<file path="src/source/uma_settings.svh">
// UMA arbiter settings for bus widths and the slot schedule
`ifndef UMA_SETTINGS_SVH
`define UMA_SETTINGS_SVH

// Shared RAM bus widths
`define UMA_ADDR_W 24
`define UMA_DATA_W 32
`define UMA_SIZE_W 2

// System clocks per CLK_EN period
`define UMA_DIV 30

// Count at which the first slot of a period opens
`define UMA_SLOT_OFFSET 2

// Clocks from a slot strobe to its execution point
`define UMA_EXEC_DELAY 2

`endif

</file>
<file path="src/source/uma_pkg.sv">
// UMA arbiter types for RAM commands, responses and channel events
`include "uma_settings.svh"

package uma_pkg;

    // Memory command, used per channel and for the shared RAM port
    typedef struct packed {
        logic [`UMA_ADDR_W-1:0] addr;
        logic [`UMA_DATA_W-1:0] din;
        logic [`UMA_SIZE_W-1:0] size;   // Access size code
        logic                   oe_n;
        logic                   we_n;
        logic                   rfsh_n;
    } ram_cmd_t;

    // Shared RAM answer
    typedef struct packed {
        logic [`UMA_DATA_W-1:0] dout;
        logic                   ack_n;
    } ram_rsp_t;

    // What a channel sees back
    typedef struct packed {
        logic [`UMA_DATA_W-1:0] dout;
        logic                   ack_n;
        logic                   wait_n;
    } chan_rsp_t;

    // Request held by a decoder until its slot
    typedef struct packed {
        logic                   pending_oe;
        logic                   pending_we;
        logic                   pending_rfsh;
        logic [`UMA_ADDR_W-1:0] addr;
        logic [`UMA_DATA_W-1:0] din;
        logic [`UMA_SIZE_W-1:0] size;
    } chan_req_t;

    // One-cycle pulses from the decoder
    typedef struct packed {
        logic new_any;  // Any new falling strobe
        logic new_rw;   // New OE_n or WE_n edge
    } chan_event_t;

endpackage

</file>
<file path="src/source/uma_request_decode.sv">
// UMA request decoder that catches a channel's strobe edges and holds them until served
`timescale 1ns/1ns
`include "uma_settings.svh"

module uma_request_decode (
    input  logic                 CLK,
    input  logic                 RESET_n,
    input  uma_pkg::ram_cmd_t    cmd,
    input  logic                 taken,
    output uma_pkg::chan_req_t   req,
    output uma_pkg::chan_event_t evt
);

    logic                   prev_oe_n;
    logic                   prev_we_n;
    logic                   prev_rfsh_n;
    logic                   det_oe;
    logic                   det_we;
    logic                   det_rfsh;
    logic                   det_rw;
    logic                   save_oe;
    logic                   save_we;
    logic                   save_rfsh;
    logic [`UMA_ADDR_W-1:0] save_addr;
    logic [`UMA_DATA_W-1:0] save_din;
    logic [`UMA_SIZE_W-1:0] save_size;

    always_ff @(posedge CLK or negedge RESET_n) begin
        if (!RESET_n) begin
            prev_oe_n   <= 1'b1;
            prev_we_n   <= 1'b1;
            prev_rfsh_n <= 1'b1;
        end else begin
            prev_oe_n   <= cmd.oe_n;
            prev_we_n   <= cmd.we_n;
            prev_rfsh_n <= cmd.rfsh_n;
        end
    end

    // High to low transitions
    assign det_oe   = prev_oe_n & ~cmd.oe_n;
    assign det_we   = prev_we_n & ~cmd.we_n;
    assign det_rfsh = prev_rfsh_n & ~cmd.rfsh_n;
    assign det_rw   = det_oe | det_we;

    always_ff @(posedge CLK or negedge RESET_n) begin
        if (!RESET_n) begin
            save_oe   <= 1'b0;
            save_we   <= 1'b0;
            save_rfsh <= 1'b0;
        end else if (taken) begin   // Slot consumed whatever was pending
            save_oe   <= 1'b0;
            save_we   <= 1'b0;
            save_rfsh <= 1'b0;
        end else begin
            save_oe   <= save_oe | det_oe;      // Repeats merge
            save_we   <= save_we | det_we;
            save_rfsh <= save_rfsh | det_rfsh;
        end
    end

    // Latest address and data win
    always_ff @(posedge CLK) begin
        if (det_rw) begin
            save_addr <= cmd.addr;
            save_size <= cmd.size;
        end
        if (det_we)
            save_din <= cmd.din;
    end

    // Live values in the edge cycle so a slot can take them at once
    always_comb begin
        req.pending_oe   = det_oe | save_oe;
        req.pending_we   = det_we | save_we;
        req.pending_rfsh = det_rfsh | save_rfsh;
        req.addr         = det_rw ? cmd.addr : save_addr;
        req.din          = det_we ? cmd.din : save_din;
        req.size         = det_rw ? cmd.size : save_size;
    end

    assign evt.new_any = det_rw | det_rfsh;
    assign evt.new_rw  = det_rw;

endmodule

</file>
<file path="src/source/uma_slot_execute.sv">
// UMA slot executor that times the channel slots and issues commands to the shared RAM
`timescale 1ns/1ns
`include "uma_settings.svh"

module uma_slot_execute (
    input  logic                   CLK,
    input  logic                   RESET_n,
    input  logic                   CLK_EN,
    input  uma_pkg::chan_req_t     ch0_req,
    input  uma_pkg::chan_req_t     ch1_req,
    input  logic [`UMA_ADDR_W-1:0] ch0_offset,
    input  logic [`UMA_ADDR_W-1:0] ch1_offset,
    input  uma_pkg::ram_rsp_t      ram_rsp,
    output uma_pkg::ram_cmd_t      ram_cmd,
    output logic [1:0]             grant,
    output logic [1:0]             taken,
    output logic                   done
);

    localparam int CNT_W    = $clog2(`UMA_DIV);
    localparam int DLY_W    = `UMA_EXEC_DELAY;
    localparam int SLOT_GAP = `UMA_DIV / 3;     // Three slots per period

    localparam logic [CNT_W-1:0] CNT_LAST = CNT_W'(`UMA_DIV - 1);
    localparam logic [CNT_W-1:0] SLOT_A   = CNT_W'(`UMA_SLOT_OFFSET);
    localparam logic [CNT_W-1:0] SLOT_B   = CNT_W'(`UMA_SLOT_OFFSET + SLOT_GAP);
    localparam logic [CNT_W-1:0] SLOT_C   = CNT_W'(`UMA_SLOT_OFFSET + 2 * SLOT_GAP);

    logic [CNT_W-1:0]       cnt;
    logic                   slot_hit;
    logic                   toggle;
    logic [1:0]             slot;
    logic [DLY_W-1:0]       dly [2];
    logic [1:0]             exec;
    logic [1:0]             pending;
    uma_pkg::chan_req_t     sel_req;
    logic [`UMA_ADDR_W-1:0] sel_offset;
    logic                   sel_rw;
    logic [`UMA_ADDR_W-1:0] cmd_addr;
    logic [`UMA_DATA_W-1:0] cmd_din;
    logic [`UMA_SIZE_W-1:0] cmd_size;
    logic                   cmd_oe_n;
    logic                   cmd_we_n;
    logic                   cmd_rfsh_n;

    // Restarts on every CLK_EN, parks at the last count
    always_ff @(posedge CLK or negedge RESET_n) begin
        if (!RESET_n)
            cnt <= '0;
        else if (CLK_EN)
            cnt <= '0;
        else if (cnt != CNT_LAST)
            cnt <= cnt + 1'b1;
    end

    assign slot_hit = (cnt == SLOT_A) | (cnt == SLOT_B) | (cnt == SLOT_C);

    // Toggle keeps alternating across periods
    always_ff @(posedge CLK or negedge RESET_n) begin
        if (!RESET_n) begin
            slot   <= 2'b00;
            toggle <= 1'b0;
        end else begin
            slot <= {slot_hit & toggle, slot_hit & ~toggle};
            if (slot_hit)
                toggle <= ~toggle;
        end
    end

    always_ff @(posedge CLK or negedge RESET_n) begin
        if (!RESET_n) begin
            dly[0] <= '0;
            dly[1] <= '0;
        end else begin
            dly[0] <= (dly[0] << 1) | DLY_W'(slot[0]);
            dly[1] <= (dly[1] << 1) | DLY_W'(slot[1]);
        end
    end

    assign exec[0] = dly[0][DLY_W-1];
    assign exec[1] = dly[1][DLY_W-1];

    assign pending[0] = ch0_req.pending_oe | ch0_req.pending_we | ch0_req.pending_rfsh;
    assign pending[1] = ch1_req.pending_oe | ch1_req.pending_we | ch1_req.pending_rfsh;

    // Channel 0 first if two execution points ever meet
    assign grant[0] = exec[0] & pending[0];
    assign grant[1] = exec[1] & pending[1] & ~grant[0];
    assign taken[0] = exec[0];
    assign taken[1] = exec[1] & ~grant[0];
    assign done     = exec[0] | exec[1];   // Ends the previous slot's access

    assign sel_req    = grant[0] ? ch0_req : ch1_req;
    assign sel_offset = grant[0] ? ch0_offset : ch1_offset;
    assign sel_rw     = sel_req.pending_oe | sel_req.pending_we;

    // Refresh alone goes out with a zero address
    always_ff @(posedge CLK) begin
        if (|grant) begin
            cmd_addr <= sel_rw ? sel_req.addr + sel_offset : '0;   // Wraps modulo 2^24
            cmd_din  <= sel_rw ? sel_req.din : '0;
            cmd_size <= sel_rw ? sel_req.size : '0;
        end
    end

    // A fresh grant wins over a late acknowledge
    always_ff @(posedge CLK or negedge RESET_n) begin
        if (!RESET_n) begin
            cmd_oe_n   <= 1'b1;
            cmd_we_n   <= 1'b1;
            cmd_rfsh_n <= 1'b1;
        end else if (|grant) begin
            cmd_oe_n   <= ~sel_req.pending_oe;
            cmd_we_n   <= ~sel_req.pending_we;
            cmd_rfsh_n <= ~sel_req.pending_rfsh;
        end else if (!ram_rsp.ack_n) begin
            cmd_oe_n   <= 1'b1;
            cmd_we_n   <= 1'b1;
            cmd_rfsh_n <= 1'b1;
        end
    end

    assign ram_cmd = '{addr: cmd_addr, din: cmd_din, size: cmd_size,
                       oe_n: cmd_oe_n, we_n: cmd_we_n, rfsh_n: cmd_rfsh_n};

endmodule

</file>
<file path="src/source/uma_channel_result.sv">
// UMA channel result that tracks one channel's access and drives DOUT, ACK_n and WAIT_n
`timescale 1ns/1ns
`include "uma_settings.svh"

module uma_channel_result (
    input  logic                   CLK,
    input  logic                   RESET_n,
    input  logic                   WAIT_EN,
    input  uma_pkg::chan_event_t   evt,
    input  logic                   grant,
    input  logic                   done,
    input  logic [`UMA_DATA_W-1:0] ram_dout,
    output uma_pkg::chan_rsp_t     rsp
);

    logic                   processing;
    logic                   newer;      // Edge seen since the last grant
    logic                   done_ch;
    logic [`UMA_DATA_W-1:0] dout;
    logic                   ack_n;
    logic                   wait_n;

    assign done_ch = done & processing;

    always_ff @(posedge CLK or negedge RESET_n) begin
        if (!RESET_n)
            processing <= 1'b0;
        else if (grant)
            processing <= 1'b1;
        else if (done_ch)
            processing <= 1'b0;
    end

    // An edge in the grant cycle rides along with that grant
    always_ff @(posedge CLK or negedge RESET_n) begin
        if (!RESET_n)
            newer <= 1'b0;
        else if (grant)
            newer <= 1'b0;
        else if (evt.new_any)
            newer <= 1'b1;
    end

    always_ff @(posedge CLK or negedge RESET_n) begin
        if (!RESET_n)
            dout <= '0;
        else if (done_ch)
            dout <= ram_dout;   // RAM keeps it until the next command
    end

    always_ff @(posedge CLK or negedge RESET_n) begin
        if (!RESET_n)
            ack_n <= 1'b1;
        else if (evt.new_any)
            ack_n <= 1'b0;
        else if (done_ch && !newer)
            ack_n <= 1'b1;      // Nothing left behind it
    end

    // Refresh alone never stalls the channel
    always_ff @(posedge CLK or negedge RESET_n) begin
        if (!RESET_n)
            wait_n <= 1'b1;
        else if (!WAIT_EN)
            wait_n <= 1'b1;
        else if (evt.new_rw)
            wait_n <= 1'b0;
        else if (done_ch && !newer)
            wait_n <= 1'b1;
    end

    assign rsp = '{dout: dout, ack_n: ack_n, wait_n: wait_n};

endmodule

</file>
<file path="src/source/uma_arbiter.sv">
// UMA arbiter top that shares one RAM port between two channels
`timescale 1ns/1ns
`include "uma_settings.svh"

module uma_arbiter (
    input  logic                   CLK,
    input  logic                   RESET_n,
    input  logic                   CLK_EN,     // Slow CPU clock enable
    input  logic                   WAIT_EN,
    input  uma_pkg::ram_cmd_t      ch0_cmd,
    input  uma_pkg::ram_cmd_t      ch1_cmd,
    input  logic [`UMA_ADDR_W-1:0] ch0_offset,
    input  logic [`UMA_ADDR_W-1:0] ch1_offset,
    input  uma_pkg::ram_rsp_t      ram_rsp,
    output uma_pkg::ram_cmd_t      ram_cmd,
    output uma_pkg::chan_rsp_t     ch0_rsp,
    output uma_pkg::chan_rsp_t     ch1_rsp
);

    uma_pkg::chan_req_t   ch0_req;
    uma_pkg::chan_req_t   ch1_req;
    uma_pkg::chan_event_t ch0_evt;
    uma_pkg::chan_event_t ch1_evt;
    logic [1:0]           grant;
    logic [1:0]           taken;
    logic                 done;

    // Main memory side
    uma_request_decode dec0_i (
        .CLK(CLK), .RESET_n(RESET_n), .cmd(ch0_cmd), .taken(taken[0]),
        .req(ch0_req), .evt(ch0_evt)
    );

    // Video memory side
    uma_request_decode dec1_i (
        .CLK(CLK), .RESET_n(RESET_n), .cmd(ch1_cmd), .taken(taken[1]),
        .req(ch1_req), .evt(ch1_evt)
    );

    uma_slot_execute exec_i (
        .CLK(CLK), .RESET_n(RESET_n), .CLK_EN(CLK_EN),
        .ch0_req(ch0_req), .ch1_req(ch1_req),
        .ch0_offset(ch0_offset), .ch1_offset(ch1_offset),
        .ram_rsp(ram_rsp), .ram_cmd(ram_cmd),
        .grant(grant), .taken(taken), .done(done)
    );

    uma_channel_result res0_i (
        .CLK(CLK), .RESET_n(RESET_n), .WAIT_EN(WAIT_EN), .evt(ch0_evt),
        .grant(grant[0]), .done(done), .ram_dout(ram_rsp.dout), .rsp(ch0_rsp)
    );

    uma_channel_result res1_i (
        .CLK(CLK), .RESET_n(RESET_n), .WAIT_EN(WAIT_EN), .evt(ch1_evt),
        .grant(grant[1]), .done(done), .ram_dout(ram_rsp.dout), .rsp(ch1_rsp)
    );

endmodule

</file>
<file path="config.mk">
export PLATFORM = sky130hd
export DESIGN_NAME = uma_arbiter
export DESIGN_NICKNAME = d
export VERILOG_FILES = /design/src/source/uma_pkg.sv /design/src/source/uma_request_decode.sv /design/src/source/uma_slot_execute.sv /design/src/source/uma_channel_result.sv /design/src/source/uma_arbiter.sv
export VERILOG_INCLUDE_DIRS = /design/src /design/src/source
export SDC_FILE = /design/constraint.sdc
export NUM_CORES = 1
export LEC_CHECK = 0
export ABC_AREA = 1
export BUFFER_PORTS_ARGS = -buffer_cell sky130_fd_sc_hd__buf_2
export CAP_MARGIN = 20
export CORE_MARGIN = 2
export CORE_UTILIZATION = 57
export DETAILED_ROUTE_END_ITERATION = 12
export HOLD_SLACK_MARGIN = 0.1
export PLACE_DENSITY = 0.86
export SKIP_LAST_GASP = 1
export SLEW_MARGIN = 20
export SYNTH_ARGS = -nofsm -noshare
export SYNTH_HDL_FRONTEND = slang
export SYNTH_SLANG_ARGS = --single-unit
</file>
<file path="constraint.sdc">
create_clock -name CLK -period 6.6 [get_ports CLK]
set_input_delay 0.66 -clock CLK [delete_from_list [all_inputs] [get_ports CLK]]
set_output_delay 0.66 -clock CLK [all_outputs]
set_load 0.005 [all_outputs]
</file>
==> impl_summary.log <==
[metrics] net switching component of the power: 1.797 mW
[metrics] Period minus WS final: 4118 ps
[metrics] critical path startpoint category: flop
[metrics] latest clock arrival within the worst-skew pair: 560 ps
[metrics] largest fanout on the critical path: 37
[metrics] Core Rows: 53
[metrics] average cell area after synthesis: 8.248 um2
[metrics] Primary FF master, synth: sky130_fd_sc_hd__dfxtp_1
[metrics] data required time at the worst endpoint: 6910 ps
[metrics] relative slew slack: 0.2433
[metrics] fraction of power consumed by the clock network: 0.308
[metrics] number of optimization iterations in the first detailed-route pass: 6
[metrics] final worst clock skew: 11.13 ps
[metrics] setup slack at placement: 1893 ps
[metrics] final global-route overflow total: 0
[metrics] Port Buffers: 335
[metrics] vias in the first global route: 10,380
[metrics] fin worst setup slack: 2482 ps
[metrics] Clk Tree Root Cell: sky130_fd_sc_hd__clkbuf_16
[metrics] wire length of the first global-routing pass: 51,130 um
[metrics] fraction of registers with async set/reset: 0.3626
[metrics] post-synthesis instance area: 12,210 um2
[metrics] number of gates resized after cts: 0
[metrics] Pins Over Slew Limit: 0
[metrics] slew at the pin closest to its max-slew limit: 1131 ps
[metrics] switching share of power: 0.3205
[metrics] DIE AREA: 22,600 um2
[metrics] fin area: 15,040 um2
[metrics] number of antenna-violating nets in the routed design: 0
[metrics] area post-placement: 13,990 um2
[metrics] unique cell type count in the Yosys netlist: 39
[metrics] class of the most critical hold timing path: in2reg
[metrics] Peak VDD IR: 0.3262 mV
[metrics] routed wirelength normalized by instance count: 16.07 um
[metrics] most common cell after layout, fill and taps aside: sky130_fd_sc_hd__nand2_1
[metrics] share of power burned in registers: 0.416
[metrics] Initial Utilization: 0.5807
[metrics] MaxCap Viol Count: 0
[metrics] Top-Level Pins: 336
[metrics] DPL Wire Length: 24,050 um
[metrics] CTS tree: built
[metrics] Post-synth EDFFs: 58
[metrics] critical path type: reg2reg
[metrics] number of H-tree branching levels: 1
[metrics] number of hold-slack violations in the final timing report: 0
[metrics] final cycle utilization of the critical path: 0.6240
[metrics] count of warnings emitted by yosys: 0
[metrics] WP data arrival: 4430 ps
[metrics] DR DRC count: 0
[metrics] Longest Clk Path Bufs: 3
[metrics] number of standard cells after synthesis: 1,480
[metrics] vias per inst: 5.206
[metrics] standard cell core area: 21,020 um2
[metrics] proportion of synthesized chip area in sequential cells: 0.5372
[metrics] highest clock frequency the design can meet: 242.8 MHz
[metrics] net count reported at finish: 2,025
[metrics] violation count after the first detailed-route iteration: 836
[metrics] commonest cells after routing, fill and taps aside: sky130_fd_sc_hd__nand2_1 (601), sky130_fd_sc_hd__buf_2 (334), sky130_fd_sc_hd__inv_1 (132), sky130_fd_sc_hd__dfxtp_1 (116), sky130_fd_sc_hd__nor2_1 (93)
[metrics] number of antenna violations at the first check in global routing: 3
[metrics] maximum number of pins on one net before global-route repair: 83
[metrics] die boundary height: 150.3 um
[metrics] Worst Setup End Kind: flop
[metrics] static power due to leakage: 7.938 nW
[metrics] syn_nets: 1,715
[metrics] power share of the combinational group: 0.276
[metrics] result of the run: complete, no violations
[metrics] unrepaired setup endpoints after global routing: false
[metrics] Total Neg Setup Slack: 0 ps
[metrics] Hold Slack: 213.5 ps
[metrics] flip-flop and latch count after synthesis: 273
[metrics] Int Power: 3.810 mW
[metrics] routability congestion estimate: 0.9664
[metrics] number of sinks on the clock net: 273
[metrics] fraction of final layout cells sized beyond drive strength 1: 0.2550
[metrics] PnR Total Power: 5.607 mW
[metrics] Setup Viol. Count Final: 0
[metrics] PwrDens: 372.8 nW/um2
[metrics] Via Count: 10,870
[metrics] GR Util All Layers: 0.2869
[metrics] Clock transition at path regs: 60 ps
[metrics] clock buffer count from CTS: 28
[metrics] Total Wirelength: 33,560 um
[metrics] Area growth, synth to finish: 23.20%
[metrics] Die X-Extent: 150.3 um
-- cells by family (layout without fill, tap and decap cells) --
| logic type | count (synthesis) | after routing | synth area share |
|---|---|---|---|
| buf+inv | 210 | 542 | 0.07021 |
| flops | 273 | 273 | 0.5372 |
| simple gates | 755 | 755 | 0.2429 |
| mux | 32 | 32 | 0.02952 |
| xor+xnor | 12 | 12 | 0.008610 |
| fa+ha+maj | 28 | 28 | 0.02932 |
| other cells | 0 | 1 | 0 |
| compound gates | 170 | 170 | 0.08221 |
-- power by group through the flow --
stage / combinational (mW) / clock, mW / sequential [mW]
after CTS: 1.55 / 1.74 / 2.34
after floorplan: 0.908 / 0 / 2.36
after global placement: 1.49 / 0 / 2.35
final: 1.55 / 1.73 / 2.33
after detailed placement: 1.54 / 0 / 2.36
after global routing: 1.74 / 1.81 / 2.37
-- final cells by class --
| cell class | instances | area [um2] |
|---|---|---|
| Antenna cell | 1 | 2.502 |
| Clock buffer | 37 | 795.8 |
| Clock inverter | 15 | 229.0 |
| Fill cell | 1598 | 5983 |
| Inverter | 146 | 548.0 |
| Multi-Input combinational cell | 997 | 4808 |
| Sequential cell | 273 | 6558 |
| Tap cell | 275 | 344.1 |
| Timing Repair Buffer | 344 | 1753 |
-- metrics by stage --
stage / std cells / utilization
floorplan: 1480 / -
global route: 2088 / 0.7154
detailed placement: 2034 / 0.6657
CTS: 2087 / 0.7150
global placement: 2034 / 0.6657
finish: 2088 / 0.7154
-- synthesized netlist by cell type, types with 7 or more instances --
cell / instances / area share
sky130_fd_sc_hd__nand2_1: 603 / 0.19
sky130_fd_sc_hd__inv_1: 133 / 0.041
sky130_fd_sc_hd__dfxtp_1: 116 / 0.19
sky130_fd_sc_hd__nor2_1: 93 / 0.029
sky130_fd_sc_hd__dfrtp_1: 86 / 0.18
sky130_fd_sc_hd__o21ai_0: 78 / 0.032
sky130_fd_sc_hd__edfxtp_1: 58 / 0.14
sky130_fd_sc_hd__a22oi_1: 35 / 0.022
sky130_fd_sc_hd__mux2_2: 32 / 0.030
sky130_fd_sc_hd__clkbuf_1: 30 / 0.0092
sky130_fd_sc_hd__nand3_1: 30 / 0.012
sky130_fd_sc_hd__ha_1: 27 / 0.028
sky130_fd_sc_hd__a21oi_1: 25 / 0.010
sky130_fd_sc_hd__buf_2: 22 / 0.0090
sky130_fd_sc_hd__a31oi_1: 21 / 0.011
sky130_fd_sc_hd__dfstp_2: 13 / 0.028
sky130_fd_sc_hd__inv_2: 12 / 0.0037
sky130_fd_sc_hd__xor2_1: 10 / 0.0072
sky130_fd_sc_hd__nand3b_1: 8 / 0.0049
sky130_fd_sc_hd__buf_4: 7 / 0.0043
-- state kept, by name (all words and copies together), names as in the netlist, 2 cells and up --
name              count
dec1_i.save_din      32
exec_i.dly            3
dec0_i.save_addr     24
exec_i.cmd_addr      24
exec_i.slot           2
dec0_i.save_size      2
dec1_i.save_addr     24
exec_i.cmd_din       32
exec_i.cnt            5
res0_i.dout          32
dec0_i.save_din      32
res1_i.dout          32
exec_i.cmd_size       2
dec1_i.save_size      2
-- repair_timing --
action | 4_1_cts | 5_1_grt
hold buffers | 1 | 0
setup buffers | 0 | 0
hold endpoints to repair | 14 | 0
-- metal layers --
layer	GRT usage	share of wire	routed length, um
met5	0	0.00080	27
met1	0.3713	0.40	13580
met4	0.1057	0.030	1006
met3	0.05909	0.094	3161
met2	0.4780	0.47	15790
-- worst paths after layout --
check / start / endpoint / slack [ps] / depth (start not counted)
setup / recovery: dec0_i.prev_we_n / exec_i.cmd_addr[18] / 2480 / 15
hold / removal: ch1_cmd[1] / dec1_i.prev_we_n / 210 / 1
setup reg to reg: dec0_i.prev_we_n / exec_i.cmd_addr[18] / 2480 / 15
hold reg to reg: exec_i.dly[2] / exec_i.taken[0] / 340 / 0
max in group asynchronous: RESET_n / res1_i.dout[11] / 5110 / 3
min in group asynchronous: RESET_n / exec_i.cnt[0] / 520 / 2
-- critical path, stage by stage, from the launching register on --
cell and delay [ps]:
sky130_fd_sc_hd__dfstp_2 540, sky130_fd_sc_hd__nand2_4 290, sky130_fd_sc_hd__nand2_2 220, sky130_fd_sc_hd__nor2_2 70, sky130_fd_sc_hd__a21oi_4 690, sky130_fd_sc_hd__buf_4 510, sky130_fd_sc_hd__nand2_1 90, sky130_fd_sc_hd__nand2_1 130
sky130_fd_sc_hd__ha_1 250, sky130_fd_sc_hd__nand2_1 150, sky130_fd_sc_hd__nor2_1 300, sky130_fd_sc_hd__nand3_1 170, sky130_fd_sc_hd__nand3b_1 170, sky130_fd_sc_hd__nand2_1 90, sky130_fd_sc_hd__a21oi_1 130, sky130_fd_sc_hd__nor2_1 60
(Power assumes the default switching activity.)
